`config.mk`:
```
export PLATFORM = sky130hd
export DESIGN_NAME = note_tuner_top
export DESIGN_NICKNAME = d
export VERILOG_FILES = /design/src/rtl/tuner_pkg.sv /design/src/rtl/note_classifier.sv /design/src/rtl/note_filter.sv /design/src/rtl/note_tuner_top.sv /design/src/rtl/period_meter.sv /design/src/rtl/seven_segment_display.sv /design/src/rtl/tuner_config.sv
export VERILOG_INCLUDE_DIRS = /design/src /design/src/rtl
export SDC_FILE = /design/constraint.sdc
export NUM_CORES = 1
export LEC_CHECK = 0
export BUFFER_PORTS_ARGS = -buffer_cell sky130_fd_sc_hd__buf_2
export CAP_MARGIN = 10
export CORE_UTILIZATION = 45
export DETAILED_ROUTE_END_ITERATION = 8
export MAX_ROUTING_LAYER = met4
export SLEW_MARGIN = 20
export SYNTH_ARGS = -nofsm -noshare
export SYNTH_HDL_FRONTEND = slang
export SYNTH_SLANG_ARGS = --single-unit
```
`constraint.sdc`:
```
create_clock -name clk -period 25.9 [get_ports clk]
set_input_delay 3.885 -clock clk [delete_from_list [all_inputs] [get_ports clk]]
set_output_delay 3.885 -clock clk [all_outputs]
set_load 0.01 [all_outputs]
```
`src/rtl/tuner_params.svh`:
```
`ifndef TUNER_PARAMS_SVH
`define TUNER_PARAMS_SVH

// Clock rate in Hz
`define TUNER_CLK_HZ      100000

// Data path widths
`define TUNER_MIC_W       24
`define TUNER_PERIOD_W    20
`define TUNER_NOTE_W      12

// Display geometry and scan rate
`define TUNER_DIGITS      8
`define TUNER_SCAN_DIV    16

// Register reset values
`define TUNER_LEVEL_RESET 'h100
`define TUNER_STAGE_RESET 3
`define TUNER_HOLD_RESET  200

`endif

```
`src/rtl/tuner_pkg.sv`:
```
`include "tuner_params.svh"

package tuner_pkg;

    // One signed microphone sample
    typedef logic signed [`TUNER_MIC_W-1:0] mic_sample_t;

    // Smoothed positive level, same width as a sample
    typedef logic [`TUNER_MIC_W-1:0] level_t;

    // Period in clock cycles
    typedef logic [`TUNER_PERIOD_W-1:0] period_t;

    // One-hot semitone, C in the top bit and B in bit 0
    typedef logic [`TUNER_NOTE_W-1:0] note_t;

    // Display code, C is 12 down to B at 1, zero for no note
    typedef logic [3:0] note_code_t;

    // Averaging stage select
    typedef logic [1:0] stage_t;

    // Note hold count in cycles
    typedef logic [19:0] hold_t;

    // Segments abcdefgh, a in the top bit
    typedef logic [7:0] seg_t;

endpackage

```
`src/rtl/note_classifier.sv`:
```
`timescale 1ns/1ps
`include "tuner_params.svh"

module note_classifier
(
    input  logic               clk,
    input  logic               rst,
    input  tuner_pkg::period_t period,
    output tuner_pkg::note_t   note
);

    import tuner_pkg::*;

    // Base octave in hundredths of a Hz, C first
    localparam longint unsigned FREQ_100 [12] = '{
        26163, 27718, 29366, 31113, 32963, 34923,
        36999, 39200, 41530, 44000, 46616, 49388
    };

    // Period in clocks scaled by pct percent
    function automatic period_t bound(input longint unsigned freq_100,
                                      input longint unsigned pct);
        longint unsigned clocks;
        clocks = longint'(`TUNER_CLK_HZ) * pct / freq_100;
        return period_t'(clocks);
    endfunction

    note_t hit;

    //------------------------------------------------------------
    // Window compare, three octaves per semitone
    //------------------------------------------------------------

    for (genvar s = 0; s < 12; s++)
    begin : g_semitone
        logic [2:0] in_window;

        for (genvar o = 0; o < 3; o++)
        begin : g_octave
            localparam longint unsigned FREQ = FREQ_100[s] << o;
            localparam period_t LOW  = bound(FREQ, 97);
            localparam period_t HIGH = bound(FREQ, 103);

            assign in_window[o] = (period > LOW) && (period < HIGH);
        end

        assign hit[`TUNER_NOTE_W-1-s] = |in_window;
    end

    always_ff @(posedge clk or posedge rst)
    begin
        if (rst)
            note <= '0;
        else
            note <= hit;
    end

    // Windows of neighbouring semitones never overlap
    assert property (@(posedge clk) disable iff (rst) $onehot0(note));

endmodule

```
`src/rtl/note_filter.sv`:
```
`timescale 1ns/1ps

module note_filter
(
    input  logic             clk,
    input  logic             rst,
    input  tuner_pkg::note_t note,
    input  tuner_pkg::hold_t hold,
    output tuner_pkg::note_t held_note
);

    import tuner_pkg::*;

    note_t d_note;
    hold_t same_cnt;

    always_ff @(posedge clk or posedge rst)
    begin
        if (rst)
        begin
            d_note    <= '0;
            same_cnt  <= '0;
            held_note <= '0;
        end
        else
        begin
            d_note <= note;

            // Count consecutive cycles of an unchanged note
            if (note != d_note)
                same_cnt <= '0;
            else if (same_cnt != '1)
                same_cnt <= same_cnt + 1'b1;

            if (same_cnt > hold)
                held_note <= d_note;
        end
    end

endmodule

```
`src/rtl/note_tuner_top.sv`:
```
`timescale 1ns/1ps
`include "tuner_params.svh"

module note_tuner_top
(
    input  logic                    clk,
    input  logic                    rst,
    input  tuner_pkg::mic_sample_t  mic,
    input  logic                    mic_ready,
    input  logic                    freeze,
    input  logic                    cfg_we,
    input  logic [1:0]              cfg_addr,
    input  tuner_pkg::level_t       cfg_data,
    output tuner_pkg::period_t      period,
    output tuner_pkg::note_code_t   note_code,
    output tuner_pkg::seg_t         abcdefgh,
    output logic [`TUNER_DIGITS-1:0] digit
);

    import tuner_pkg::*;

    level_t threshold;
    stage_t stage;
    hold_t  hold;
    level_t level;
    note_t  note;
    note_t  held_note;

    tuner_config tuner_config_inst (.*);

    period_meter period_meter_inst (.*);

    note_classifier note_classifier_inst (.*);

    note_filter note_filter_inst (.*);

    // One-hot note to display code, B at bit 0 gives 1
    always_comb
    begin
        note_code = '0;
        for (int i = 0; i < `TUNER_NOTE_W; i++)
        begin
            if (held_note == note_t'(1) << i)
                note_code = note_code_t'(i + 1);
        end
    end

    seven_segment_display seven_segment_display_inst (.*);

endmodule

```
`src/rtl/period_meter.sv`:
```
`timescale 1ns/1ps
`include "tuner_params.svh"

module period_meter
(
    input  logic                   clk,
    input  logic                   rst,
    input  tuner_pkg::mic_sample_t mic,
    input  logic                   mic_ready,
    input  tuner_pkg::level_t      threshold,
    input  tuner_pkg::stage_t      stage,
    output tuner_pkg::level_t      level,
    output tuner_pkg::period_t     period
);

    import tuner_pkg::*;

    localparam int SIGN = `TUNER_MIC_W - 1;

    level_t  level_avg   [4];
    level_t  level_next  [4];
    period_t period_avg  [4];
    period_t period_next [4];
    period_t counter;
    logic    prev_sign;
    logic    above;
    logic    crossing;

    // Half of a plus half of b, rounded down once
    function automatic level_t half_sum(input level_t a, input level_t b);
        logic [`TUNER_MIC_W:0] sum;
        sum = {1'b0, a} + {1'b0, b};
        return sum[`TUNER_MIC_W:1];
    endfunction

    //------------------------------------------------------------
    // Next values of both averaging chains
    //------------------------------------------------------------

    always_comb
    begin
        level_next[0]  = half_sum(level_avg[0], level_t'(mic));
        period_next[0] = period_t'(half_sum(level_t'(period_avg[0]), level_t'(counter)));
        for (int i = 1; i < 4; i++)
        begin
            level_next[i]  = half_sum(level_avg[i], level_avg[i-1]);
            period_next[i] = period_t'(half_sum(level_t'(period_avg[i]),
                                                level_t'(period_avg[i-1])));
        end
    end

    assign level    = level_avg[3];
    assign above    = level > threshold;

    // Upward zero crossing while the signal is loud enough
    assign crossing = mic_ready && above && prev_sign && !mic[SIGN];

    //------------------------------------------------------------
    // Level chain, crossing counter and period chain
    //------------------------------------------------------------

    always_ff @(posedge clk or posedge rst)
    begin
        if (rst)
        begin
            level_avg  <= '{default: '0};
            period_avg <= '{default: '0};
            counter    <= '0;
            prev_sign  <= 1'b0;
            period     <= '0;
        end
        else
        begin
            if (crossing)
                counter <= '0;
            else if (counter != '1)
                counter <= counter + 1'b1;

            // Only non-negative samples feed the level
            if (mic_ready && !mic[SIGN])
                level_avg <= level_next;

            if (mic_ready && above)
                prev_sign <= mic[SIGN];

            if (crossing)
            begin
                period_avg <= period_next;
                period     <= period_next[stage];
            end
        end
    end

    assert property (@(posedge clk) disable iff (rst)
        (&counter && !crossing) |=> (counter != '0));

endmodule

```
`src/rtl/seven_segment_display.sv`:
```
`timescale 1ns/1ps
`include "tuner_params.svh"

module seven_segment_display
(
    input  logic                      clk,
    input  logic                      rst,
    input  tuner_pkg::note_code_t     note_code,
    input  tuner_pkg::level_t         level,
    input  logic                      freeze,
    output tuner_pkg::seg_t           abcdefgh,
    output logic [`TUNER_DIGITS-1:0]  digit
);

    import tuner_pkg::*;

    localparam int IDX_W  = $clog2(`TUNER_DIGITS);
    localparam int SCAN_W = $clog2(`TUNER_SCAN_DIV);

    logic [`TUNER_DIGITS*4-1:0] number;
    logic [SCAN_W-1:0]          scan_cnt;
    logic [IDX_W-1:0]           idx;

    function automatic seg_t hex_to_seg(input logic [3:0] hex);
        case (hex)
            4'h0: return 8'b1111_1100;
            4'h1: return 8'b0110_0000;
            4'h2: return 8'b1101_1010;
            4'h3: return 8'b1111_0010;
            4'h4: return 8'b0110_0110;
            4'h5: return 8'b1011_0110;
            4'h6: return 8'b1011_1110;
            4'h7: return 8'b1110_0000;
            4'h8: return 8'b1111_1110;
            4'h9: return 8'b1111_0110;
            4'ha: return 8'b1110_1110;
            4'hb: return 8'b0011_1110;
            4'hc: return 8'b1001_1100;
            4'hd: return 8'b0111_1010;
            4'he: return 8'b1001_1110;
            default: return 8'b1000_1110;
        endcase
    endfunction

    //------------------------------------------------------------
    // Number latch and digit scan
    //------------------------------------------------------------

    always_ff @(posedge clk or posedge rst)
    begin
        if (rst)
        begin
            number   <= '0;
            scan_cnt <= '0;
            idx      <= '0;
            digit    <= '0;
        end
        else
        begin
            // Note in the top nibble, level in the low six
            if (!freeze)
                number <= {note_code, 4'h0, level};

            scan_cnt <= scan_cnt + 1'b1;
            if (scan_cnt == SCAN_W'(`TUNER_SCAN_DIV - 1))
            begin
                if (digit == '0 || idx == IDX_W'(`TUNER_DIGITS - 1))
                begin
                    idx   <= '0;
                    digit <= `TUNER_DIGITS'(1);
                end
                else
                begin
                    idx   <= idx + 1'b1;
                    digit <= digit << 1;
                end
            end
        end
    end

    // Blank until the first digit is enabled
    always_comb
    begin
        if (digit == '0)
            abcdefgh = '0;
        else
            abcdefgh = hex_to_seg(number[idx*4 +: 4]);
    end

    assert property (@(posedge clk) disable iff (rst) (digit != '0) |=> $onehot(digit));

endmodule

```
`src/rtl/tuner_config.sv`:
```
`timescale 1ns/1ps
`include "tuner_params.svh"

module tuner_config
(
    input  logic               clk,
    input  logic               rst,
    input  logic               cfg_we,
    input  logic [1:0]         cfg_addr,
    input  tuner_pkg::level_t  cfg_data,
    output tuner_pkg::level_t  threshold,
    output tuner_pkg::stage_t  stage,
    output tuner_pkg::hold_t   hold
);

    import tuner_pkg::*;

    always_ff @(posedge clk or posedge rst)
    begin
        if (rst)
        begin
            threshold <= level_t'(`TUNER_LEVEL_RESET);
            stage     <= stage_t'(`TUNER_STAGE_RESET);
            hold      <= hold_t'(`TUNER_HOLD_RESET);
        end
        else if (cfg_we)
        begin
            // Address 3 is unused
            case (cfg_addr)
                2'd0:    threshold <= cfg_data;
                2'd1:    stage     <= cfg_data[1:0];
                2'd2:    hold      <= cfg_data[19:0];
                default: ;
            endcase
        end
    end

    // Stage drives a mux select downstream
    assert property (@(posedge clk) disable iff (rst) !$isunknown(stage));

endmodule

```
Word level (Yosys, flattened, before mapping)
Memory sizes are Yosys's and may differ from the RTL's.
Index checks and enable logic that the tools add are counted.
W data, S select, Z words.
{ "word_totals": {"n_memories": 1, "register_bits": 362, "out_inout_bits": 40, "romBits": 112, "wordCells": 214, "ram_bits": 0, "inputBits": 55, "latchBits": 0} }
{ "classes": {"eq_ne": 19, "multipliers": 0, "n_reduce_logical": 61, "n_div": 0, "n_lt_le_gt_ge": 75, "bitwise_logic": 1, "muxes": 22, "n_addsub": 12, "shifts": 1} }
{ "mem_list": {"columns": ["memory", "words", "word_bits", "rd", "rd_clocked_by_memory_dff", "write_ports", "line_no", "text"], "rows": [
  ["(name not given)", 16, 7, 1, 0, 0, "seven_segment_display.sv:25", "case (hex)"]
]} }
{ "ops": {"columns": ["op", "count"], "rows": [
  ["$gt A20 B7 Y1 const B", 12],
  ["$gt A20 B8 Y1 const B", 12],
  ["$lt A20 B7 Y1 const B", 12],
  ["$lt A20 B8 Y1 const B", 12],
  ["$lt A20 B9 Y1 const B", 8],
  ["$gt A20 B9 Y1 const B", 7],
  ["$mux W20", 6],
  ["$add A24 B24 Y25", 4],
  ["$gt A20 B6 Y1 const B", 5],
  ["$add A20 B20 Y21", 4],
  ["$lt A20 B6 Y1 const B", 4],
  ["$mux W4", 11],
  ["$add A20 B1 Y20 const B", 2],
  ["$bmux W20 S2", 1],
  ["$logic_and A1 B1 Y1", 40],
  ["$ne A20 B20 Y1 const B", 2],
  ["$reduce_or A3 Y1", 12],
  ["$shiftx A32 B6 Y4", 1],
  ["$gt A24 B24 Y1", 1],
  ["$gt A20 B20 Y1", 1],
  ["$mux W8", 2],
  ["$eq A12 B1 Y1 const B", 1],
  ["$eq A12 B10 Y1 const B", 1],
  ["$eq A12 B11 Y1 const B", 1],
  ["26 further kinds", 29]
]} }

Logic depth before layout (Yosys ltp)
Gate-level depths: netlist (run 1).
{ "logic_depth": {"word_depth": 13, "depth_mapped": 15, "ltp_nobuf": 12} }

By module
A second synthesis (run 1) with hierarchy kept.
{ "unflattened": {"hier_cells": 2823, "hier_area_um2": 25485.7} }
{ "modules_own_cells": {"columns": ["mod", "seq_area_each_um2", "n_inst", "cells_each", "area_per_inst_um2"], "rows": [
  ["period_meter", 5430.2, 1, 2038, 17170.2],
  ["note_filter", 1101.1, 1, 242, 2456.1],
  ["seven_segment_display", 1076.0, 1, 186, 2277.2],
  ["tuner_config", 1158.6, 1, 100, 1746.7],
  ["note_classifier", 300.3, 1, 221, 1577.8],
  ["note_tuner_top", 0.0, 1, 36, 257.7]
]} }

Worst setup path before layout (run 1)
No wires, ideal clock.
{ "synth_timing": {"path_kind": "register to output", "start": "register seven_segment_display_inst.idx[0]", "end": "output abcdefgh[1]", "slack_ps": 19471, "path_stages_with_launch": 9, "arrival_time_ps": 2544, "required_time_ps": 22015, "path_buffers": 1, "path_cell_list": "dfrtp_1 -> buf_1 -> mux4_2 -> o21ai_1 -> inv_1 -> ha_1 -> nor2_1 -> a21oi_1 -> a221oi_1"} }
{ "synth_between": {"elab_chain_len": 3} }
{ "synth_rtl": {"columns": ["element", "line_no", "text"], "rows": [
  ["start, declared", "seven_segment_display.sv:22", "logic [IDX_W-1:0] idx;"],
  ["start signal, assigned", "seven_segment_display.sv:74", "idx <= idx + 1'b1;"],
  ["$shiftx A32 B6 Y4", "seven_segment_display.sv:87", "abcdefgh = hex_to_seg(number[idx*4 +: 4]);"],
  ["$mem_v2 Z16 W7", null, null],
  ["$mux W8", "seven_segment_display.sv:84", "if (digit == '0)"],
  ["end, declared", "note_tuner_top.sv:16", "output tuner_pkg::seg_t abcdefgh,"]
]} }
No other way between the ends.

Worst setup path after layout (run 1)
Same ends and word-level chain as after synthesis.

==> run_results.csv, run 1 <==
group,metric,value,unit
critical_path,r2r-end,"period_meter_inst.period[15]",
cells_and_area,fin_nets,3087,
cells_and_area,drive_gt1_share,10.19,%
critical_path,max_stage_delay,0.64,ns
cts,path_clk_slew,0.06,ns
worst_hold_path,hold_path_end,"note_filter_inst.d_note[8]",
cts,root_buffer,"clkbuf_16",
timing,tightest_slew,0.9962,ns
placement,routabilityCongestion,0.9269,
route,vias_per_cell,5.695,
cells_and_area,areaGrowthSynthToFinish,10.82,%
cts,post-cts-setup-buffer-count,0,
timing,whs,0.3931,ns
die,coreArea,53710,um2
critical_path,critPathLaunchType,"register",
logic_synthesis,netlist_top_cells_area,"dfrtp_1, ha_1, nand2_1",
worst_hold_path,min_from,"note_classifier_inst.note[8]",
power,p_leak,13.15,nW
timing,setup_viol,0,
logic_synthesis,yosys_warnings,0,
run_status,status,"complete, no violations",
critical_path,rr_worst_depth,11,
power,worst_ir_drop_vdd,0.05355,mV
logic_synthesis,syn_nets,3034,
global_route,overflow,0,
timing,maxSlewViolCount,0,
die,num_rows,85,
placement,hpwl,45790,um
critical_path,critPathRequiredTime,22.01,ns
route,ant_nets,0,
logic_synthesis,ys_seq_area_share,37.09,%
timing,fin_setup_tns,0,ns
route,drt-pass1-iter-count,7,
critical_path,reg2reg_slack,21.98,ns
cts,clockBufferDepth,3,
worst_hold_path,hp-class,"reg2reg",
critical_path,cp_num_buf_inv,2,
cts,htree_levels,2,
cts,cts_made_buffers,44,
job,maxCapViolations,0,
cts,ctsResizeCount,0,
logic_synthesis,syn_inst,2748,
critical_path,critPathKind,"reg2out",
route,wire_per_inst,17.72,um
logic_synthesis,synthDistinctLibCells,84,
route,drt-initial-drc-count,1287,
power,pwr_density_cell,116.4,nW/um2
timing,period_minus_slack,7.164,ns
global_route,antenna_found_initial,0,
worst_hold_path,hold_path_depth,0,
power,power.total,3.152,mW
logic_synthesis,netlist.area_leader.share,36.45,%
logic_synthesis,syn_area_per_cell,8.894,um2
global_route,grt_use_total,23.32,%
critical_path,crit_family,"compound AO/OA/AOI/OAI gates",
die,start_util,45.51,%
cts,cts_sinks,362,
placement,dp_slack,19.19,ns
logic_synthesis,synth_common_cells,"nand2_1, dfrtp_1, ha_1",
logic_synthesis,yosys.cell_count.top_type,"nand2_1",
timing,rsz0062_at_grt,"no",
cts,holdBufCountCts,0,
timing,hold_violations,0,
critical_path,worstPathCellList,"mux4_2, o21ai_1, inv_1, ha_1, nor2_1, a21oi_1, a221oi_1, buf_2",
global_route,grt_pass1_vias,19397,
critical_path,critical_path_arrival,3.28,ns
global_route,grt_pass1_wl,102800,um
route,drt-total-wl,62550,um
route,vias,20109,
critical_path,cp-end-kind,"output port",
die,num_io_pins,95,
critical_path,slowest_stage,"dfrtp_1",
logic_synthesis,ys.flop_type,"dfrtp_1",
placement,io_buffers,93,
timing,min_period_over_period,27.66,%
cells_and_area,final_cell_area,27080,um2
logic_synthesis,ys_async_sr_fraction,100.0,%
cts,cts_tree,"yes",
timing,slew_headroom,32.97,%
logic_synthesis,synth_seq_cells,362,
die,dieHeight,235.1,um
critical_path,path_max_fanout,12,
placement,placed_area,25560,um2
die,dieArea,55250,um2
critical_path,r2r_start,"period_meter_inst.period_avg[20]",
global_route,grt_max_degree,161,
cells_and_area,antenna_cells,0,
timing,fin_worst_skew,0.01753,ns
timing,fmax,0.1396,GHz
die,die_w,235.1,um
route,drcViolationCount,0,
logic_synthesis,yosysTopAreaCell,"dfrtp_1",
logic_synthesis,synth_edf_count,0,
cts,insertion_delay,0.58,ns
timing,fin_ws,18.74,ns
logic_synthesis,syn_area,24440,um2
layer usage:
| layer | vias up | wire (um) | global-route usage, % |
|---|---|---|---|
| met5 | - | 0 | - |
| met1 | 9751 | 29610 | 31.56 |
| met3 | 92 | 2505 | 3.195 |
| met4 | 0 | 1024 | 4.964 |
| li1 | 9906 | - | - |
| met2 | 360 | 29410 | 37.24 |
layout by cell type, fill, tap and decap left out, types with 85 or more instances in the layout:
cell type	count
nor2_1	159
o21ai_0	172
xor2_1	85
inv_1	109
xnor2_1	97
nand2_1	463
a21oi_1	144
dfrtp_1	356
ha_1	223
buf_2	93
area by class of cell:
| cell class | instances | area (um2) |
|---|---|---|
| clock buffer | 66 | 1335 |
| clock inverter | 14 | 158.9 |
| fill | 5035 | 26620 |
| inverter | 111 | 424.2 |
| multi-input combinational | 2172 | 14600 |
| sequential | 362 | 9066 |
| tap | 696 | 870.8 |
| timing repair buffer | 110 | 625.6 |
kinds of logic (layout without fill, tap and decap cells):
group,Yosys count,count (layout),synth area share (%)
xor+xnor,182,182,6.522
buf+inv,214,301,3.307
simple gates,960,960,17.88
flops,362,362,37.09
fa+ha+maj,231,231,12.07
other cells,1,1,0.01534
compound gates,704,704,18.18
mux,94,94,4.935
worst max-delay path by stage:
stage          cells after the start                               from                               end  slack [ns]
2_1_floorplan                      1                                rst      note_classifier_inst.note[0]       11.98
3_3_place_gp                       5                          mic_ready      period_meter_inst.period[13]       19.25
3_5_place_dp                       5                          mic_ready  period_meter_inst.period_avg[56]       19.19
4_1_cts                            6  seven_segment_display_inst.idx[0]                       abcdefgh[6]       18.67
5_1_grt                            8  seven_segment_display_inst.idx[0]                       abcdefgh[2]       18.42
6_report                           8  seven_segment_display_inst.idx[0]                       abcdefgh[1]       18.74
stage by stage:
step	util [%]	std cells
after floorplan	-	2748
after global placement	47.59	3450
after detailed placement	47.59	3450
after CTS	50.37	3530
after global routing	50.43	3531
final	50.43	3531
power by group:
group          switching (mW)  total (mW)  internal, mW  leakage [nW]
registers               0.196       0.934         0.739          4.67
clock network           0.254       0.640         0.386         0.746
logic                   0.911        1.58         0.667          7.73
flip-flops by register name (all words and copies together), names as in the netlist, 20 cells and up:
signal,flops
period_meter_inst.period_avg,80
period_meter_inst.level_avg,72
seven_segment_display_inst.number,28
period_meter_inst.level,24
tuner_config_inst.threshold,24
note_filter_inst.same_cnt,20
period_meter_inst.counter,20
period_meter_inst.period,20
tuner_config_inst.hold,20
Power figures use the tool's default switching activity.
==> inputs of run 2 (changes only) <==
==> constraint.sdc (replaced) <==
create_clock -name clk -period 6.8 [get_ports clk]
set_input_delay 1.02 -clock clk [delete_from_list [all_inputs] [get_ports clk]]
set_output_delay 1.02 -clock clk [all_outputs]
set_load 0.01 [all_outputs]
==> run_results.csv, run 2 (same netlist as run 1, synthesis figures left out) <==
group,metric,value,unit
run_status,status,"complete, no violations",
placement,io_buffers,93,
timing,maxSlewViolCount,0,
cells_and_area,instances_no_fill,3529,
global_route,grt_pass1_vias,19725,
timing,period_minus_slack,4.600,ns
cells_and_area,final_cell_mix,"nand2_1, dfrtp_1, ha_1",
timing,setup_viol,0,
cts,root_buffer,"clkbuf_16",
critical_path,worstPathCellList,"mux4_2, o21ai_1, inv_1, ha_1, nor2_1, a21oi_1, a221oi_1, buf_2",
route,wire_per_inst,17.43,um
cells_and_area,reg_top3,"period_meter_inst.period_avg (80), period_meter_inst.level_avg (72), seven_segment_display_inst.number (28)",
timing,tightest_slew,1.073,ns
global_route,grt.busiest_layer,"met2",
power,pwr_density_cell,437.3,nW/um2
job,maxCapViolations,0,
timing,rsz0062_at_grt,"no",
critical_path,critical_path_arrival,3.58,ns
cells_and_area,largest-register,"period_meter_inst.period_avg",
cts,holdBufCountCts,0,
global_route,overflow,0,
route,drt-initial-drc-count,1121,
power,worst_ir_drop_vdd,0.3035,mV
power,p_leak,13.07,nW
timing,slew_headroom,27.78,%
worst_hold_path,hp-class,"reg2reg",
cts,clockBufferDepth,3,
placement,placed_area,25560,um2
die,num_io_pins,95,
cells_and_area,multi_input_area,14600,um2
cts,cts_tree,"yes",
critical_path,critPathKind,"reg2out",
global_route,grt_use_total,23.15,%
critical_path,cp-end-kind,"output port",
global_route,use_met3,3.818,%
global_route,antenna_found_initial,2,
cts,cts_made_buffers,43,
timing,fin_worst_skew,0.02250,ns
cells_and_area,areaGrowthSynthToFinish,10.29,%
cts,post-cts-setup-buffer-count,0,
route,drt-total-wl,61520,um
timing,hold_violations,0,
route,vias_per_cell,5.679,
route,drcViolationCount,0,
route,drt-pass1-iter-count,5,
cells_and_area,final_cell_area,26960,um2
cts,insertion_delay,0.59,ns
cts,ctsResizeCount,0,
global_route,grt_max_degree,176,
critical_path,slowest_stage,"dfrtp_1",
critical_path,max_stage_delay,0.69,ns
placement,hpwl,45620,um
critical_path,critPathRequiredTime,5.78,ns
cts,cts_sinks,362,
timing,fin_setup_tns,0,ns
cells_and_area,largest_register_ffs,80,
route,ant_nets,0,
placement,routabilityCongestion,0.9207,
global_route,use_met1,29.94,%
die,num_rows,85,
die,start_util,45.51,%
cells_and_area,fin_nets,3083,
timing,fmax,0.2174,GHz
cells_and_area,drive_gt1_share,9.890,%
die,dieArea,55250,um2
route,vias,20040,
global_route,grtUsageMet2,37.01,%
critical_path,path_max_fanout,12,
die,coreArea,53710,um2
placement,placed_cells,3448,
cells_and_area,ff_latch_area,9066,um2
cells_and_area,num-fill-cells,4980,
critical_path,critPathLaunchType,"register",
cts,htree_levels,2,
global_route,grt_pass1_wl,102300,um
cts,path_clk_slew,0.06,ns
die,die_w,235.1,um
die,dieHeight,235.1,um
cells_and_area,layout_commonest_cell,"nand2_1",
timing,whs,0.3919,ns
timing,min_period_over_period,67.65,%
==> run 2: cell types whose count changed in the layout (fill, tap and decap cells not counted), sizes merged <==
| cell | previous run | this run |
|---|---|---|
| buf | 110 | 107 |
| bufinv | 3 | 1 |
| clkbuf | 66 | 65 |
| clkinv | 9 | 12 |
| clkinvlp | 0 | 2 |
| diode | 0 | 2 |
| inv | 113 | 110 |
==> run 2: metal layers <==
layer,vias up,part of all wire [%]
li1,9946,-
met1,9583,45
met2,399,47
met3,112,4.6
met4,0,2.8
met5,-,0
==> run 2: worst paths after layout <==
| kind | start | to | slack (ns) | depth (start not counted) |
|---|---|---|---|---|
| max in group asynchronous | rst | period_meter_inst.level_avg[70] | 4.70 | 4 |
| min reg2reg | note_classifier_inst.note[1] | note_filter_inst.d_note[1] | 0.39 | 0 |
| max | seven_segment_display_inst.idx[0] | abcdefgh[2] | 2.20 | 8 |
| min in group asynchronous | rst | seven_segment_display_inst.digit[7] | 0.50 | 2 |
| min | note_classifier_inst.note[1] | note_filter_inst.d_note[1] | 0.39 | 0 |
| max reg2reg | period_meter_inst.period_avg[20] | period_meter_inst.period[15] | 2.89 | 11 |
==> run 2: metrics by stage <==
stage | util, % | power, mW | setup WS [ns]
after floorplan | - | 7.992 | 0.9306
after global placement | 47.56 | 9.387 | 2.794
after detailed placement | 47.60 | 9.538 | 2.700
after CTS | 50.18 | 11.88 | 2.060
after global routing | 50.19 | 12.82 | 1.928
final | 50.19 | 11.79 | 2.200
==> run 2: worst max-delay path, delay by kind of cell (launching register included) <==
family	cells	cell delay, ns
AND/OR/NAND/NOR	1	0.16
flip-flops	1	0.69
buffers and inverters	2	0.34
AO/OA/AOI/OAI	3	0.93
adder cells (fa/ha/maj)	1	0.27
multiplexers	1	0.59
==> run 2: where the power goes <==
group          switching (mW)  internal, mW
combinational            3.42          2.53
sequential              0.762          2.81
clock                   0.954          1.32
total                    5.13          6.66
==> run 2: cell type report <==
type                    instances  share of cell area [%]
diodes                          2                 0.01857
clock buffers                  65                   4.632
clock inverters                14                  0.5152
inverters                     111                   1.560
multi-input cells            2172                   54.16
flip-flops and latches        362                   33.63
well taps                     696                   3.230
repair buffers                107                   2.256
